<file path="config.mk">
export PLATFORM = sky130hd
export DESIGN_NAME = emu_control_top
export DESIGN_NICKNAME = d
export VERILOG_FILES = /design/src/source/emu_bus_pkg.sv /design/src/source/emu_csr_pkg.sv /design/src/source/emu_csr_port.sv /design/src/source/emu_run_ctrl.sv /design/src/source/emu_cycle_counter.sv /design/src/source/emu_control_top.sv
export SDC_FILE = /design/constraint.sdc
export NUM_CORES = 1
export LEC_CHECK = 0
export ABC_AREA = 1
export BUFFER_PORTS_ARGS = -buffer_cell sky130_fd_sc_hd__buf_2
export CAP_MARGIN = 40
export CORE_ASPECT_RATIO = 0.8
export CORE_MARGIN = 2
export CORE_UTILIZATION = 60
export CTS_BUF_LIST = sky130_fd_sc_hd__clkbuf_16
export DETAILED_ROUTE_END_ITERATION = 6
export PLACE_DENSITY = 0.93
export SYNTH_ARGS = -nofsm -noshare
export SYNTH_HDL_FRONTEND = slang
export SYNTH_SLANG_ARGS = --single-unit
export TNS_END_PERCENT = 5
</file>
<file path="constraint.sdc">
create_clock -name clk -period 5.3 [get_ports clk]
set_input_delay 0.265 -clock clk [delete_from_list [all_inputs] [get_ports clk]]
set_output_delay 0.265 -clock clk [all_outputs]
set_load 0.05 [all_outputs]
</file>
<file path="src/source/emu_bus_pkg.sv">
package emu_bus_pkg;

    // Register port widths
    localparam int csr_addr_w = 12;
    localparam int csr_data_w = 32;
    localparam int csr_strb_w = csr_data_w / 8;

    // Write and read response codes
    localparam logic [1:0] resp_okay   = 2'b00;
    localparam logic [1:0] resp_slverr = 2'b10;

    // Host side of the AXI-Lite register port
    typedef struct packed {
        logic                  awvalid;
        logic [csr_addr_w-1:0] awaddr;
        logic                  wvalid;
        logic [csr_data_w-1:0] wdata;
        logic [csr_strb_w-1:0] wstrb;
        logic                  bready;
        logic                  arvalid;
        logic [csr_addr_w-1:0] araddr;
        logic                  rready;
    } csr_req_t;

    // Port side of the AXI-Lite register port
    typedef struct packed {
        logic                  awready;
        logic                  wready;
        logic                  bvalid;
        logic [1:0]            bresp;
        logic                  arready;
        logic                  rvalid;
        logic [csr_data_w-1:0] rdata;
        logic [1:0]            rresp;
    } csr_rsp_t;

endpackage

</file>
<file path="src/source/emu_csr_pkg.sv">
package emu_csr_pkg;

    import emu_bus_pkg::*;

    // Register map
    localparam logic [csr_addr_w-1:0] addr_stat      = 12'h000;
    localparam logic [csr_addr_w-1:0] addr_trig_stat = 12'h004;
    localparam logic [csr_addr_w-1:0] addr_cycle_lo  = 12'h008;
    localparam logic [csr_addr_w-1:0] addr_cycle_hi  = 12'h00C;
    localparam logic [csr_addr_w-1:0] addr_step      = 12'h010;

    // Number of trigger lines coming from the emulated design
    localparam int trig_w = 32;

    // Status register layout
    // step_trig is read only, up_stat and down_stat come from the design
    typedef struct packed {
        logic        step_trig;
        logic [24:0] spare;
        logic        down_stat;
        logic        up_stat;
        logic        down_req;
        logic        up_req;
        logic        dut_rst;
        logic        pause;
    } emu_stat_t;

    // One write word, seen as status bits or as a plain count
    typedef union packed {
        emu_stat_t             stat;
        logic [csr_data_w-1:0] count;
    } csr_word_u;

    // Accepted register write, valid for one cycle while en is high
    typedef struct packed {
        logic                  en;
        logic [csr_addr_w-1:0] addr;
        csr_word_u             data;
    } csr_wr_t;

    // Control lines toward the emulated design
    typedef struct packed {
        logic pause;
        logic dut_rst;
        logic up_req;
        logic down_req;
        logic ff_clk_en;
    } emu_ctrl_t;

endpackage

</file>
<file path="src/source/emu_csr_port.sv">
`timescale 1ns/1ns

module emu_csr_port
    import emu_bus_pkg::*, emu_csr_pkg::*;
(
    input  logic                  clk,
    input  logic                  rst,
    input  csr_req_t              req,
    output csr_rsp_t              rsp,
    output csr_wr_t               wr,
    input  emu_stat_t             stat,
    input  logic [csr_data_w-1:0] trig_stat,
    input  logic [csr_data_w-1:0] step,
    input  logic [63:0]           cycle
);

    // Write channel state
    logic [csr_addr_w-1:0] wr_addr_q;
    csr_word_u             wr_data_q;
    logic                  wr_addr_held;
    logic                  wr_data_held;
    logic                  wr_strb_err;
    logic                  wr_resp_pend;

    // Read channel state
    logic [csr_addr_w-1:0] rd_addr_q;
    logic [csr_data_w-1:0] rd_data_q;
    logic [csr_data_w-1:0] rd_word;
    logic                  rd_addr_held;
    logic                  rd_data_valid;

    logic aw_fire;
    logic w_fire;
    logic b_fire;
    logic ar_fire;
    logic r_fire;
    logic wr_both_held;
    logic rd_capture;

    assign aw_fire      = req.awvalid && rsp.awready;
    assign w_fire       = req.wvalid && rsp.wready;
    assign b_fire       = rsp.bvalid && req.bready;
    assign ar_fire      = req.arvalid && rsp.arready;
    assign r_fire       = rsp.rvalid && req.rready;
    assign wr_both_held = wr_addr_held && wr_data_held;
    assign rd_capture   = rd_addr_held && !rd_data_valid;

    always_ff @(posedge clk) begin
        if (rst) begin
            wr_addr_held <= 1'b0;
            wr_data_held <= 1'b0;
            wr_strb_err  <= 1'b0;
            wr_resp_pend <= 1'b0;
        end else begin
            if (aw_fire) begin
                wr_addr_held <= 1'b1;
            end
            if (w_fire) begin
                wr_data_held <= 1'b1;
                wr_strb_err  <= req.wstrb != {csr_strb_w{1'b1}};
            end
            // Address and data complete, release both and answer
            if (wr_both_held) begin
                wr_addr_held <= 1'b0;
                wr_data_held <= 1'b0;
                wr_resp_pend <= 1'b1;
            end
            if (b_fire) begin
                wr_resp_pend <= 1'b0;
            end
        end
    end

    always_ff @(posedge clk) begin
        if (aw_fire) begin
            wr_addr_q <= req.awaddr;
        end
        if (w_fire) begin
            wr_data_q <= req.wdata;
        end
    end

    // Only full-strobe writes reach the registers
    assign wr = '{en: wr_both_held && !wr_strb_err, addr: wr_addr_q, data: wr_data_q};

    always_ff @(posedge clk) begin
        if (rst) begin
            rd_addr_held  <= 1'b0;
            rd_data_valid <= 1'b0;
        end else begin
            if (ar_fire) begin
                rd_addr_held <= 1'b1;
            end
            if (rd_capture) begin
                rd_data_valid <= 1'b1;
            end
            if (r_fire) begin
                rd_addr_held  <= 1'b0;
                rd_data_valid <= 1'b0;
            end
        end
    end

    always_ff @(posedge clk) begin
        if (ar_fire) begin
            rd_addr_q <= req.araddr;
        end
        if (rd_capture) begin
            rd_data_q <= rd_word;
        end
    end

    // Readback select, holes in the map read as zero
    always_comb begin
        case (rd_addr_q)
            addr_stat:      rd_word = stat;
            addr_trig_stat: rd_word = trig_stat;
            addr_cycle_lo:  rd_word = cycle[31:0];
            addr_cycle_hi:  rd_word = cycle[63:32];
            addr_step:      rd_word = step;
            default:        rd_word = '0;
        endcase
    end

    assign rsp.awready = !wr_addr_held && !wr_resp_pend;
    assign rsp.wready  = !wr_data_held;
    assign rsp.bvalid  = wr_resp_pend;
    assign rsp.bresp   = wr_strb_err ? resp_slverr : resp_okay;
    assign rsp.arready = !rd_addr_held;
    assign rsp.rvalid  = rd_data_valid;
    assign rsp.rdata   = rd_data_q;
    assign rsp.rresp   = resp_okay;

endmodule

</file>
<file path="src/source/emu_run_ctrl.sv">
`timescale 1ns/1ns

module emu_run_ctrl
    import emu_csr_pkg::*;
(
    input  logic              clk,
    input  logic              rst,
    input  csr_wr_t           wr,
    input  logic [trig_w-1:0] dut_trig,
    input  logic              up_stat,
    input  logic              down_stat,
    input  logic              model_stall,
    output emu_stat_t         stat,
    output logic [trig_w-1:0] trig_stat,
    output logic [31:0]       step,
    output emu_ctrl_t         ctrl
);

    logic pause;
    logic dut_rst;
    logic up_req;
    logic down_req;
    logic step_trig_q;

    logic [31:0] step_next;
    logic        step_trig;
    logic        trigger;
    logic        stat_wr;
    logic        step_wr;

    assign stat_wr = wr.en && wr.addr == addr_stat;
    assign step_wr = wr.en && wr.addr == addr_step;

    // Countdown only moves while running
    always_comb begin
        if (pause) begin
            step_next = step;
        end else if (step != 32'd0) begin
            step_next = step - 32'd1;
        end else begin
            step_next = 32'd0;
        end
    end

    // Step expiry is the one to zero transition
    assign step_trig = step != 32'd0 && step_next == 32'd0;
    assign trigger   = step_trig || |dut_trig;

    always_ff @(posedge clk) begin
        if (rst) begin
            pause       <= 1'b1;
            dut_rst     <= 1'b1;
            up_req      <= 1'b0;
            down_req    <= 1'b0;
            step_trig_q <= 1'b0;
        end else if (trigger) begin
            // Trigger overrides any status write in the same cycle
            pause       <= 1'b1;
            step_trig_q <= step_trig;
        end else if (stat_wr) begin
            pause    <= wr.data.stat.pause;
            dut_rst  <= wr.data.stat.dut_rst;
            up_req   <= wr.data.stat.up_req;
            down_req <= wr.data.stat.down_req;
        end
    end

    // Pattern of the design triggers at the stopping edge
    always_ff @(posedge clk) begin
        if (rst) begin
            trig_stat <= '0;
        end else if (trigger) begin
            trig_stat <= dut_trig;
        end
    end

    always_ff @(posedge clk) begin
        if (rst) begin
            step <= 32'd0;
        end else if (step_wr) begin
            step <= wr.data.count;
        end else begin
            step <= step_next;
        end
    end

    always_comb begin
        stat           = '0;
        stat.step_trig = step_trig_q;
        stat.down_stat = down_stat;
        stat.up_stat   = up_stat;
        stat.down_req  = down_req;
        stat.up_req    = up_req;
        stat.dut_rst   = dut_rst;
        stat.pause     = pause;
    end

    assign ctrl.pause     = pause;
    assign ctrl.dut_rst   = dut_rst;
    assign ctrl.up_req    = up_req;
    assign ctrl.down_req  = down_req;
    // Design clock runs when not paused and the model is not stalling
    assign ctrl.ff_clk_en = !pause && !model_stall;

endmodule

</file>
<file path="src/source/emu_cycle_counter.sv">
`timescale 1ns/1ns

module emu_cycle_counter
    import emu_csr_pkg::*;
(
    input  logic        clk,
    input  logic        rst,
    input  csr_wr_t     wr,
    input  logic        pause,
    output logic [63:0] cycle
);

    logic lo_wr;
    logic hi_wr;

    assign lo_wr = wr.en && wr.addr == addr_cycle_lo;
    assign hi_wr = wr.en && wr.addr == addr_cycle_hi;

    always_ff @(posedge clk) begin
        if (rst) begin
            cycle <= 64'd0;
        end else if (!pause) begin
            // Running, host writes are dropped
            cycle <= cycle + 64'd1;
        end else begin
            if (lo_wr) begin
                cycle[31:0] <= wr.data.count;
            end
            if (hi_wr) begin
                cycle[63:32] <= wr.data.count;
            end
        end
    end

endmodule

</file>
<file path="src/source/emu_control_top.sv">
`timescale 1ns/1ns

module emu_control_top
    import emu_bus_pkg::*, emu_csr_pkg::*;
(
    input  logic              clk,
    input  logic              rst,
    input  csr_req_t          req,
    output csr_rsp_t          rsp,
    input  logic [trig_w-1:0] dut_trig,
    input  logic              up_stat,
    input  logic              down_stat,
    input  logic              model_stall,
    output emu_ctrl_t         ctrl
);

    csr_wr_t           wr;
    emu_stat_t         stat;
    logic [trig_w-1:0] trig_stat;
    logic [31:0]       step;
    logic [63:0]       cycle;

    // Host register port
    emu_csr_port u_port (
        .clk       (clk),
        .rst       (rst),
        .req       (req),
        .rsp       (rsp),
        .wr        (wr),
        .stat      (stat),
        .trig_stat (trig_stat),
        .step      (step),
        .cycle     (cycle)
    );

    emu_run_ctrl u_run (
        .clk         (clk),
        .rst         (rst),
        .wr          (wr),
        .dut_trig    (dut_trig),
        .up_stat     (up_stat),
        .down_stat   (down_stat),
        .model_stall (model_stall),
        .stat        (stat),
        .trig_stat   (trig_stat),
        .step        (step),
        .ctrl        (ctrl)
    );

    // Counter follows the run state
    emu_cycle_counter u_cycle (
        .clk   (clk),
        .rst   (rst),
        .wr    (wr),
        .pause (ctrl.pause),
        .cycle (cycle)
    );

endmodule

</file>
## Yosys cells after proc, flatten, opt, wreduce, memory -nomap -nowiden

Cells that the tools add are included.

- Add/sub/neg operators: 2
- Multipliers: 0
- Div/mod/pow operators: 0
- $lt $le $gt $ge: 0
- Equal/unequal tests: 10
- Shifts and indexed selects: 0
- Mux-type cells: 8
- Bitwise operators: 1
- Reductions and logical operators: 34

Operators with widths:

| cell | number |
|---|---|
| 32-bit 2-to-1 mux | 5 |
| 32-bit case mux with 5 select lines | 1 |
| 64-bit by 1-bit adder with 64-bit output (second input constant) | 1 |
| 64-bit 2-to-1 mux | 1 |
| 12-bit by 4-bit equality test with 1-bit output (second input constant) | 4 |
| 32-bit zero test | 1 |
| 32-bit nonzero test | 1 |
| 32-bit OR reduction | 1 |
| 32-bit by 1-bit subtractor with 32-bit output (second input constant) | 1 |
| 12-bit by 5-bit equality test with 1-bit output (second input constant) | 2 |
| 12-bit zero test | 2 |
| 1-bit logical AND | 15 |
| 12-bit by 3-bit equality test with 1-bit output (second input constant) | 1 |
| 1-bit zero test | 8 |
| 2-bit OR reduction | 4 |
| 2-bit by 1-bit inequality test with 1-bit output (second input constant) | 2 |
| 4-bit inequality test (second input constant) | 1 |
| 2-bit 2-to-1 mux | 1 |
| 2-bit AND reduction | 1 |
| 1-bit logical OR | 1 |
| 1-bit inverter | 1 |

- Register bits: 227
- Latch bits: 0
- Memory bits (writable): 0
- Bits in read-only memories: 0
- Input port bits: 102
- Output and inout port bits: 46
- Logic and storage cells: 74
- Memories kept: 0

## Longest topological paths before layout

Gate-level depths: netlist of run 1.

- Word-level depth: 8
- Mapped depth: 19
- Mapped depth without buffers: 18

## Cells and area by module

A second synthesis of run 1 with hierarchy kept.

- Cell total of the unflattened synthesis: 2114
- Area, all modules: 14428.8 µm²

Modules (own cells, without submodules):

| module | instances | cells each | area each (µm²) | sequential area each (µm²) |
|---|---|---|---|---|
| emu_cycle_counter | 1 | 911 | 5290.1 | 1281.2 |
| emu_csr_port | 1 | 532 | 4732.0 | 2762.6 |
| emu_run_ctrl | 1 | 671 | 4406.7 | 1381.3 |

## Least setup slack after synthesis of run 1

Ideal clock, no wire load.

- Path kind: reg-to-reg
- Start: reg u_port.rd_addr_held
- End: reg u_port.rd_data_q[0] (enable)
- Setup time: 0.421 ns
- Arrival time: 1.989 ns
- Required time: 4.879 ns
- Slack: 2.889 ns
- Stages on the path, launching flop included: 3
- Path buffers: 0
- Period minus slack after synthesis: 2.411 ns
- Path through: dfxtp_1 -> inv_1 -> nor2_1

- Longest elaborated chain between the ends: 1

Ends and longest elaborated chain:

| item | RTL line | text |
|---|---|---|
| start: declaration | emu_csr_port.sv:29 | `logic rd_addr_held;` |
| start signal: assignment | emu_csr_port.sv:88 | `rd_addr_held <= 1'b0;` |
| start signal: assignment | emu_csr_port.sv:92 | `rd_addr_held <= 1'b1;` |
| start signal: assignment | emu_csr_port.sv:98 | `rd_addr_held <= 1'b0;` |
| 1-bit logical AND | emu_csr_port.sv:46 | `assign rd_capture = rd_addr_held && !rd_data_valid;` |
| via u_port.rd_capture | emu_csr_port.sv:38 | `logic rd_capture;` |
| end signal: assignment | emu_csr_port.sv:109 | `rd_data_q <= rd_word;` |
| end: declaration | emu_csr_port.sv:27 | `logic [csr_data_w-1:0] rd_data_q;` |

The timed path passes the listed nets, and every way through them passes these cells.
A chain may end at the register's enable or synchronous reset.

## Final worst setup path of run 1

- Start: reg u_port.wr_addr_q[9]
- End: reg u_cycle.cycle[8]

- Longest elaborated chain between the ends: 3

Ends and longest elaborated chain:

| item | RTL line | text |
|---|---|---|
| start: declaration | emu_csr_port.sv:18 | `logic [csr_addr_w-1:0] wr_addr_q;` |
| start signal: assignment | emu_csr_port.sv:76 | `wr_addr_q <= req.awaddr;` |
| 12-bit by 4-bit equality test with 1-bit output | emu_cycle_counter.sv:16 | `assign lo_wr = wr.en && wr.addr == addr_cycle_lo;` |
| 1-bit logical AND | emu_cycle_counter.sv:16 |  |
| 2-bit by 1-bit inequality test with 1-bit output (no source line) | - |  |
| end signal: assignment | emu_cycle_counter.sv:24 | `cycle <= cycle + 64'd1;` |
| end signal: assignment | emu_cycle_counter.sv:27 | `cycle[31:0] <= wr.data.count;` |
| end: declaration | emu_cycle_counter.sv:10 | `output logic [63:0] cycle` |

Every way passes these cells.

==> results of run 1 <==
cells in the mapped netlist, types with 46 or more instances:
cell type	n
a21oi_1	80
clkbuf_1	46
dfxtp_1	139
edfxtp_1	88
inv_1	210
nand2_1	259
nand3_1	111
nor2_1	253
nor3_1	52
o21ai_0	104
o22ai_1	54
xor2_1	46
area by class of cell:
| cell class | instances | area (um^2) | area share |
|---|---|---|---|
| well taps | 264 | 330.3 | 0.02227 |
| clock buffers | 24 | 600.6 | 0.04050 |
| clock inverters | 18 | 185.2 | 0.01249 |
| multi-input cells | 1163 | 5801 | 0.3912 |
| repair buffers | 241 | 1684 | 0.1136 |
| flip-flops and latches | 227 | 5426 | 0.3659 |
| inverters | 213 | 802.0 | 0.05408 |
power groups by stage:
stage,Clock [mW],Combinational (mW),Sequential (mW)
floorplan,0,0.0981,1.98
global route,1.79,0.315,1.93
global placement,0,0.222,1.95
CTS,1.71,0.282,1.92
detailed placement,0,0.234,1.95
finish,1.75,0.301,1.93
routing by layer:
layer  GRT usage  wire [um]  up-vias  share of wire
met3      0.1097       7357      283           0.15
met1      0.6223      18570     6333           0.37
met4      0.2097       3270        0          0.065
met2      0.6671      21030     1359           0.42
li1            -          -     5991              -
met5           0          0        -              0
logic make-up after synthesis:
| family | synth area share |
|---|---|
| AO/OA/AOI/OAI | 0.1379 |
| XOR/XNOR | 0.03257 |
| adder cells (fa/ha/maj) | 0.002022 |
| buffers and inverters | 0.09527 |
| flip-flops | 0.4385 |
| multiplexers | 0.0008091 |
| other | 0.0003031 |
| AND/OR/NAND/NOR | 0.2926 |
registers in the layout (all words and copies together), names as in the netlist, 12 cells and up:
signal,count
u_cycle.cycle,64
u_port.rd_addr_q,12
u_port.rd_data_q,32
u_port.wr_addr_q,12
u_port.wr_data_q,32
u_run.step,32
u_run.trig_stat,32
layout by cell type, fill, tap and decap left out, types with 4 or more instances in the layout:
master / n
xor2_1: 46
a31oi_1: 22
nor2_2: 43
nor4_1: 19
o22ai_1: 54
and3_1: 4
a21oi_1: 80
nor2_4: 8
nand2_1: 259
clkinv_2: 7
nor3_1: 52
o21ai_1: 30
dfxtp_1: 138
o21ai_0: 104
clkbuf_16: 24
edfxtp_1: 88
nand4_1: 41
dlygate4sd3_1: 81
nor2_1: 251
nand3_1: 108
buf_4: 14
o221ai_1: 7
buf_2: 144
nand2_2: 5
inv_1: 210
clkinv_1: 4
worst paths after layout:
path,start,endpoint,slack [ps],cells after the start
setup reg to reg,u_port.wr_addr_q[9]$_DFFE_PP_,u_cycle.cycle[8]$_SDFFE_PP0P_,1480,7
setup / recovery,u_port.wr_addr_q[9]$_DFFE_PP_,u_cycle.cycle[8]$_SDFFE_PP0P_,1480,7
hold reg to reg,u_run.step_trig_q$_SDFFE_PP0P_,u_run.step_trig_q$_SDFFE_PP0P_,470,2
hold / removal,dut_trig[1],u_run.trig_stat[1]$_SDFFE_PP0P_,-4,3
worst max-delay path, delay by kind of cell, from the launching register on:
kind,cells,cell delay (ps)
DFF,1,410
AOI/OAI and AO/OA,1,520
buffers and inverters,2,910
and+or+nand+nor,4,1810
timing repair:
item	CTS	global route
setup endpoints to repair	0	0
hold buffers	81	0
endpoints found under the hold margin	81	0
==> flow_summary.ini, run 1 <==
[final_layout]
drive_above_1_share = 0.1416
area_delta_synth_final_pct = 19.86
layout.cells.non_filler = 2150
diodes = 0
final_net_count = 1973
final_core_util = 0.7404
final_area_mm2 = 0.01483
nFillCells = 1444

[critical_path]
crit_arrival_ps = 4210
cp-end-kind = flop
required_ps = 5700
startpoint_type = flop
crit_slowest_cell = nor4_1
crit_chain = nor4_1, nand3_1, nand2_1, buf_4, clkinv_1, a221oi_1, nor2_1
crit_fanout = 18
worst_path_largest_cell_delay_ps = 810
critPathKind = flop to flop

[logic_synthesis]
ys_seq_area_frac = 0.4385
synthFlopType = dfxtp_1
synth_top_area_cell = dfxtp_1
syn_inst = 1674
yosys_warnings = 0
synth_area_mm2 = 0.01237
ys_types = 45
avgSynthCellArea_um2 = 7.391
synthArstFlopShare = 0
ys_seq_elements = 227
synth_top_area_share = 0.2249
synth_area_leaders = dfxtp_1, edfxtp_1, nand2_1, nor2_1, inv_1
synth-edff-count = 88

[timing]
timing.fmax_mhz = 262.0
fin_ws_ps = 1483
rsz0062_at_grt = false
hold_ws_ps = -4.197
finalCritPeriodShare = 0.7202
hold_viol = 1
slew_violations = 0
finalSetupViolations = 0
fin_crit_ps = 3817
maxSlewHeadroom = 0.3556
clock_skew_ps = 17.67
fin_setup_tns_ps = 0
tightest_slew_ps = 957.8

[cts]
insertion_delay_ps = 540
cts_buffers = 23
clock_sinks = 227
clk_pin_slew_ps = 70
cts-root-buf = clkbuf_16
clock_path_buffers = 3
htree_levels = 1
ctsResizeCount = 0
post_cts_buffers = 0
cts_tree = built

[die]
rows = 46
core_area_mm2 = 0.02003
fp.dieW_um = 164.5
fp.dieArea_mm2 = 0.02179
die_height_um = 132.4
start_util = 0.6177
ios = 148

[global_routing]
grtUsageTotal = 0.4505
grt_pass1_vias = 12950
grt_max_degree = 65
grt_antenna_before_repair = 0
grt_pass1_wl_um = 75040
grt_overflow_total = 0

[place]
place_area_mm2 = 0.01322
pre_cts_ws_ps = 1817
place.gp.congestion = 1.012
place_inst = 2025
place_hpwl_um = 33050
io_buffers = 144

[route]
drt_iter0_drc = 2589
postRouteWirelength_um = 50240
wl_per_cell_um = 23.37
route.vias.total = 13970
firstDrtPassIters = 7
viasPerCell = 6.496
antenna_left = 0
drc = 5

[power]
power_per_cell_area_mw_per_mm2 = 268.6
power.switching_mw = 1.016
seqPwrFrac = 0.484
combinationalPowerShare = 0.076
cellLeakagePower_nw = 5.888
vdd_drop_max_mv = 0.2659
power.total_mw = 3.984
clockPowerShare = 0.441
p_int_mw = 2.967
p_sw_frac = 0.2551

[run_status]
status = finished with violations
violations = DRC, hold timing

[worst_hold_path]
worstHoldPathType = input port to flop

[run]
cap_violations = 0
(Power assumes the default switching activity.)
==> run 2: changes to the inputs <==
--- a/config.mk
+++ b/config.mk
@@ -5,15 +5,15 @@
 export SDC_FILE = /design/constraint.sdc
 export NUM_CORES = 1
 export LEC_CHECK = 0
-export ABC_AREA = 1
+export ABC_AREA = 0
 export BUFFER_PORTS_ARGS = -buffer_cell sky130_fd_sc_hd__buf_2
 export CAP_MARGIN = 40
 export CORE_ASPECT_RATIO = 0.8
 export CORE_MARGIN = 2
-export CORE_UTILIZATION = 60
+export CORE_UTILIZATION = 53
 export CTS_BUF_LIST = sky130_fd_sc_hd__clkbuf_16
 export DETAILED_ROUTE_END_ITERATION = 6
-export PLACE_DENSITY = 0.93
+export PLACE_DENSITY = 0.88
 export SYNTH_ARGS = -nofsm -noshare
 export SYNTH_HDL_FRONTEND = slang
 export SYNTH_SLANG_ARGS = --single-unit
==> constraint.sdc (replaced) <==
create_clock -name clk -period 3.4 [get_ports clk]
set_input_delay 0.17 -clock clk [delete_from_list [all_inputs] [get_ports clk]]
set_output_delay 0.17 -clock clk [all_outputs]
set_load 0.05 [all_outputs]
==> run 2 against run 1 <==
Effect of this change: the flow finishes with violations (DRC); sequential share of layout area up 1.5 points; critical endpoint is now u_run.trig_stat[18]$_SDFFE_PP0P_; critical path depth up 1; sequential cell count unchanged; non-clock buffer count up 39; highest routed layer unchanged; power up 48%; clock power up 38%; synthesized cell count down 27%; core utilization down 7.6 points; largest power group unchanged; first-iteration DRC count down 47%.
==> flow_summary.ini, run 2 <==
[final_layout]
final_common_cell = nand2_1
largest-register = u_cycle.cycle
largest_reg_flops = 64
final_core_util = 0.6640
area_delta_synth_final_pct = 23.59
drive_above_1_share = 0.1721
layout.cells.non_filler = 1728
layout_common_cells = nand2_1, buf_2, nor2_1
diodes = 0
final_net_count = 1540

[die]
core_area_mm2 = 0.02144
start_util = 0.5372
rows = 48
ios = 148
fp.dieW_um = 168.8
fp.dieArea_mm2 = 0.02294
die_height_um = 135.9

[logic_synthesis]
ys_types = 58
yosys_warnings = 0
synth-edff-count = 88
synth_area_leaders = dfxtp_1, edfxtp_1, mux2i_1, nand2_1, nor2_1
ys_seq_elements = 227
avgSynthCellArea_um2 = 9.372
synth.most_common_cell = nand2_1
synth_top_area_share = 0.2416
synth_top_area_cell = dfxtp_1
synth_area_mm2 = 0.01152
syn_inst = 1229
synthFlopType = dfxtp_1
synthArstFlopShare = 0
ys_top_cells_by_count = nand2_1, nor2_1, dfxtp_1, edfxtp_1, clkbuf_1
ys_seq_area_frac = 0.4710

[place]
place_inst = 1594
place.gp.congestion = 0.9640
io_buffers = 144
place_hpwl_um = 24470

[power]
p_sw_frac = 0.2397
power.switching_mw = 1.409
seqPwrFrac = 0.512
p_int_mw = 4.470
clockPowerShare = 0.411
vdd_drop_max_mv = 0.3752
cellLeakagePower_nw = 5.340
power.total_mw = 5.880
power_per_cell_area_mw_per_mm2 = 413.0
combinationalPowerShare = 0.077

[worst_hold_path]
hold_depth = 4
hold_start = req[15]
whs_endpoint = u_port.wr_strb_err$_SDFFE_PP0P_
worstHoldPathType = input port to flop

[critical_path]
required_ps = 3780
r2r.worst_path.cells = 8
critPathKind = flop to flop
cp-end-kind = flop
startpoint_type = flop
worstReg2RegEnd = u_run.trig_stat[18]$_SDFFE_PP0P_
r2r_slack_ps = 90
crit_fanout = 32
crit_arrival_ps = 3700
r2r-start = u_run.step[16]$_SDFF_PP0_

[cts]
clock_sinks = 227
post_cts_buffers = 0
cts_buffers = 23
insertion_delay_ps = 520
clock_path_buffers = 3
cts-root-buf = clkbuf_16
clk_pin_slew_ps = 70
htree_levels = 1
cts_tree = built

[global_routing]
grtUsageTotal = 0.3091
grt_antenna_before_repair = 0
grt_pass1_vias = 9990
grt_pass1_wl_um = 55270
grt_overflow_total = 0
grt_max_degree = 97

[route]
firstDrtPassIters = 7
postRouteWirelength_um = 35960
antenna_left = 0
drc = 1
drt_iter0_drc = 1361
route.vias.total = 10670
wl_per_cell_um = 20.81
viasPerCell = 6.177

[timing]
fin_crit_ps = 3313
slew_violations = 0
finalCritPeriodShare = 0.9744
tightest_slew_ps = 959.7
rsz0062_at_grt = false
timing.fmax_mhz = 301.8
clock_skew_ps = 21.57
finalSetupViolations = 0
hold_viol = 0
fin_setup_tns_ps = 0
maxSlewHeadroom = 0.3602

[run_status]
status = finished with violations
violations = DRC

[run]
cap_violations = 0
## run 2: cell types whose count changed after synthesis, sizes merged, moves of 62 or more
cell   delta
nor2    -160
inv     -191
nand2   -115
mux2i    +62
o21ai   -109
nand3    -81
## run 2: worst max-delay path by stage
| stage | slack [ps] | startpoint | to |
|---|---|---|---|
| 6_report | 90 | u_run.step[16]$_SDFF_PP0_ | u_run.trig_stat[18]$_SDFFE_PP0P_ |
| 3_3_place_gp | 170 | u_run.step[16]$_SDFF_PP0_ | u_run.trig_stat[9]$_SDFFE_PP0P_ |
| 3_5_place_dp | 110 | u_run.step[16]$_SDFF_PP0_ | u_run.trig_stat[18]$_SDFFE_PP0P_ |
| 5_1_grt | 5 | u_run.step[16]$_SDFF_PP0_ | u_run.trig_stat[17]$_SDFFE_PP0P_ |
| 2_1_floorplan | 380 | u_run.step[18]$_SDFF_PP0_ | u_run.trig_stat[10]$_SDFFE_PP0P_ |
| 4_1_cts | 100 | u_run.step[16]$_SDFF_PP0_ | u_run.trig_stat[18]$_SDFFE_PP0P_ |
## run 2: through the flow
step / hold slack, ps / cell area (um^2) / worst slack (ps)
after floorplan: 268.9 / 11530 / 383.6
after global placement: 346.1 / 12520 / 167.9
after detailed placement: 348.1 / 12600 / 113.1
after CTS: 46.49 / 14230 / 98.47
after global routing: 65.24 / 14240 / 5.443
final: 56.53 / 14240 / 86.93
## run 2: routing by layer
| metal | share of wire | global-route usage | up-vias |
|---|---|---|---|
| met5 | 0 | 0 | - |
| met3 | 0.088 | 0.03668 | 87 |
| li1 | - | - | 4921 |
| met2 | 0.45 | 0.4986 | 596 |
| met1 | 0.41 | 0.4285 | 5069 |
| met4 | 0.045 | 0.1231 | 0 |
## run 2: power groups by stage
stage	registers [mW]	logic, mW	clock network (mW)
2_1_floorplan	3.09	0.159	0
3_3_place_gp	3.06	0.341	0
3_5_place_dp	3.06	0.364	0
4_1_cts	3.01	0.447	2.42
5_1_grt	3.01	0.482	2.55
6_report	3.01	0.454	2.42
## run 2: area by class of cell
| class | count | area (um^2) |
|---|---|---|
| fillers | 1675 | 7204 |
| multi-input cells | 884 | 5650 |
| flip-flops and latches | 227 | 5429 |
| repair buffers | 280 | 2029 |
| clock buffers | 24 | 600.6 |
| well taps | 275 | 344.1 |
| clock inverters | 18 | 107.6 |
| inverters | 20 | 75.07 |
## run 2: cells by family after synthesis
family	after synthesis	share of synthesized area
flip-flops	227	0.4710
buffers and inverters	120	0.04464
XOR/XNOR	82	0.06235
AO/OA/AOI/OAI	217	0.1389
adder cells (fa/ha/maj)	2	0.002172
AND/OR/NAND/NOR	507	0.2092
multiplexers	73	0.07137
other	1	0.0003256
## run 2: critical path, stage by stage (launching register included)
cell       delay [ps]
dfxtp_1           330
or4_4             590
or4_4             520
or3_4             410
o31a_1            330
a221oi_1          230
and3_1            240
a21bo_4           380
o2bb2ai_1         140
## run 2: what timing repair did
item,in CTS,in global routing
gates resized for setup,0,2
hold endpoints to repair,91,0
hold buffers,92,0
setup endpoints to repair,0,24
==> run 3: changes to the inputs <==
--- a/config.mk
+++ b/config.mk
@@ -7,9 +7,8 @@
 export LEC_CHECK = 0
 export ABC_AREA = 0
 export BUFFER_PORTS_ARGS = -buffer_cell sky130_fd_sc_hd__buf_2
-export CAP_MARGIN = 40
 export CORE_ASPECT_RATIO = 0.8
-export CORE_MARGIN = 2
+export CORE_MARGIN = 4
 export CORE_UTILIZATION = 53
 export CTS_BUF_LIST = sky130_fd_sc_hd__clkbuf_16
 export DETAILED_ROUTE_END_ITERATION = 6
==> run 3 against run 2 <==
Effect of this change: the run now ends clean; first-iteration DRC count shrank 2.9%; count of clock-buffer cells in the layout shrank 1; combinational power shrank 2%; wire length grew 4.3%; clock skew shrank 3.2 ps; power grew 2.9%; core utilization grew 1.3 points; global-route usage shrank 1.2 points; critical path type unchanged; largest cell class unchanged.
==> flow_summary.ini, run 3 (synthesis gave the netlist of run 2 again) <==
[route]
antenna_left = 0
route.vias.total = 10670
drt_iter0_drc = 1322
drc = 0
wl_per_cell_um = 21.76
firstDrtPassIters = 6
viasPerCell = 6.194
postRouteWirelength_um = 37500

[power]
cellLeakagePower_nw = 5.346
power.switching_mw = 1.470
combinationalPowerShare = 0.073
clockPowerShare = 0.429
seqPwrFrac = 0.498
p_int_mw = 4.579
p_sw_frac = 0.2430
power_per_cell_area_mw_per_mm2 = 424.6
vdd_drop_max_mv = 0.3932

[die]
ios = 148
start_util = 0.5471
fp.dieArea_mm2 = 0.02417
die_height_um = 139.9
fp.dieW_um = 172.8
core_area_mm2 = 0.02105
rows = 47

[final_layout]
final_net_count = 1541
diodes = 0
largest_reg_flops = 64
layout_common_cells = nand2_1, buf_2, nor2_1
drive_above_1_share = 0.1788
final_common_cell = nand2_1
final_area_mm2 = 0.01425
nFillCells = 1635
largest-register = u_cycle.cycle
area_delta_synth_final_pct = 23.69

[critical_path]
crit_fanout = 8
crit_slowest_cell = or4_1
path_common_cell = or4_1
critPathKind = flop to flop
crit_chain = or4_1, or4_1, or3_4, o31a_1, a221oi_1, and3_2, a21bo_2, o2bb2ai_1
cp-end-kind = flop
crit_arrival_ps = 3630
startpoint_type = flop
required_ps = 3800
worst_path_largest_cell_delay_ps = 620

[timing]
hold_viol = 0
clock_skew_ps = 18.35
maxSlewHeadroom = 0.2244
fin_crit_ps = 3233
slew_violations = 0
rsz0062_at_grt = false
finalSetupViolations = 0
fin_ws_ps = 167.1
timing.fmax_mhz = 309.3
fin_setup_tns_ps = 0
tightest_slew_ps = 1163
hold_ws_ps = 35.58
finalCritPeriodShare = 0.9509

[cts]
cts-root-buf = clkbuf_16
cts_tree = built
htree_levels = 1
post_cts_buffers = 0
clock_sinks = 227
clk_pin_slew_ps = 70
clock_path_buffers = 3
insertion_delay_ps = 530
cts_buffers = 23

[global_routing]
grt_pass1_wl_um = 57690
grt_overflow_total = 0
grt_antenna_before_repair = 0
grtUsageTotal = 0.2972
grt_max_degree = 111
grt_pass1_vias = 10270

[place]
place.gp.congestion = 0.9663
pre_cts_ws_ps = 141.8
place_area_mm2 = 0.01254
place_hpwl_um = 24710
io_buffers = 144

[run_status]
status = completed

[worst_hold_path]
worstHoldPathType = input port to flop

[run]
cap_violations = 0
-- run 3: routing by layer --
| layer | GRT usage | part of all wire | wire [um] |
|---|---|---|---|
| met3 | 0.05396 | 0.087 | 3279 |
| met2 | 0.4766 | 0.45 | 17040 |
| met5 | 0 | 0 | 0 |
| met1 | 0.4020 | 0.41 | 15480 |
| met4 | 0.1188 | 0.045 | 1705 |
-- run 3: worst max-delay path: cells and delay by family (launching register included) --
| kind | cells | cell delay [ps] |
|---|---|---|
| compound gates | 4 | 920 |
| flops | 1 | 360 |
| simple gates | 4 | 1840 |
-- run 3: cell type report --
cell class	count	area (um^2)	area share
clock inverter	19	180.2	0.01265
inverter	20	75.07	0.005269
timing repair buffer	279	1977	0.1388
multi-input combinational	886	5674	0.3983
sequential	227	5429	0.3810
clock buffer	23	575.6	0.04040
tap	269	336.6	0.02362
-- run 3: power groups by stage --
stage          registers (mW)  clock network (mW)  logic, mW
2_1_floorplan            3.09                   0      0.159
3_3_place_gp             3.06                   0      0.343
3_5_place_dp             3.06                   0      0.351
4_1_cts                  3.00                2.59      0.434
5_1_grt                  3.01                2.73      0.472
6_report                 3.01                2.60      0.445
-- run 3: timing repair --
| item | CTS | global route |
|---|---|---|
| setup endpoints to repair | 0 | 32 |
| hold endpoints to repair | 91 | 0 |
| gates resized for setup | 0 | 3 |
| hold buffers | 92 | 0 |
-- run 3: final timing paths --
path	start	end	cells after the start	slack, ps
worst min register to register	u_run.trig_stat[20]$_SDFFE_PP0P_	u_run.trig_stat[20]$_SDFFE_PP0P_	2	450
worst max-delay path	u_run.step[21]$_SDFF_PP0_	u_run.trig_stat[31]$_SDFFE_PP0P_	8	170
worst min-delay path	req[15]	u_port.wr_strb_err$_SDFFE_PP0P_	4	40
worst max register to register	u_run.step[21]$_SDFF_PP0_	u_run.trig_stat[31]$_SDFFE_PP0P_	8	170
-- run 3: per-stage QoR --
stage	utilization	cells	power [mW]
final	0.6768	1723	6.049
after floorplan	-	1231	3.253
after detailed placement	0.5955	1587	3.413
after CTS	0.6751	1721	6.028
after global routing	0.6768	1723	6.217
after global placement	0.5955	1587	3.405
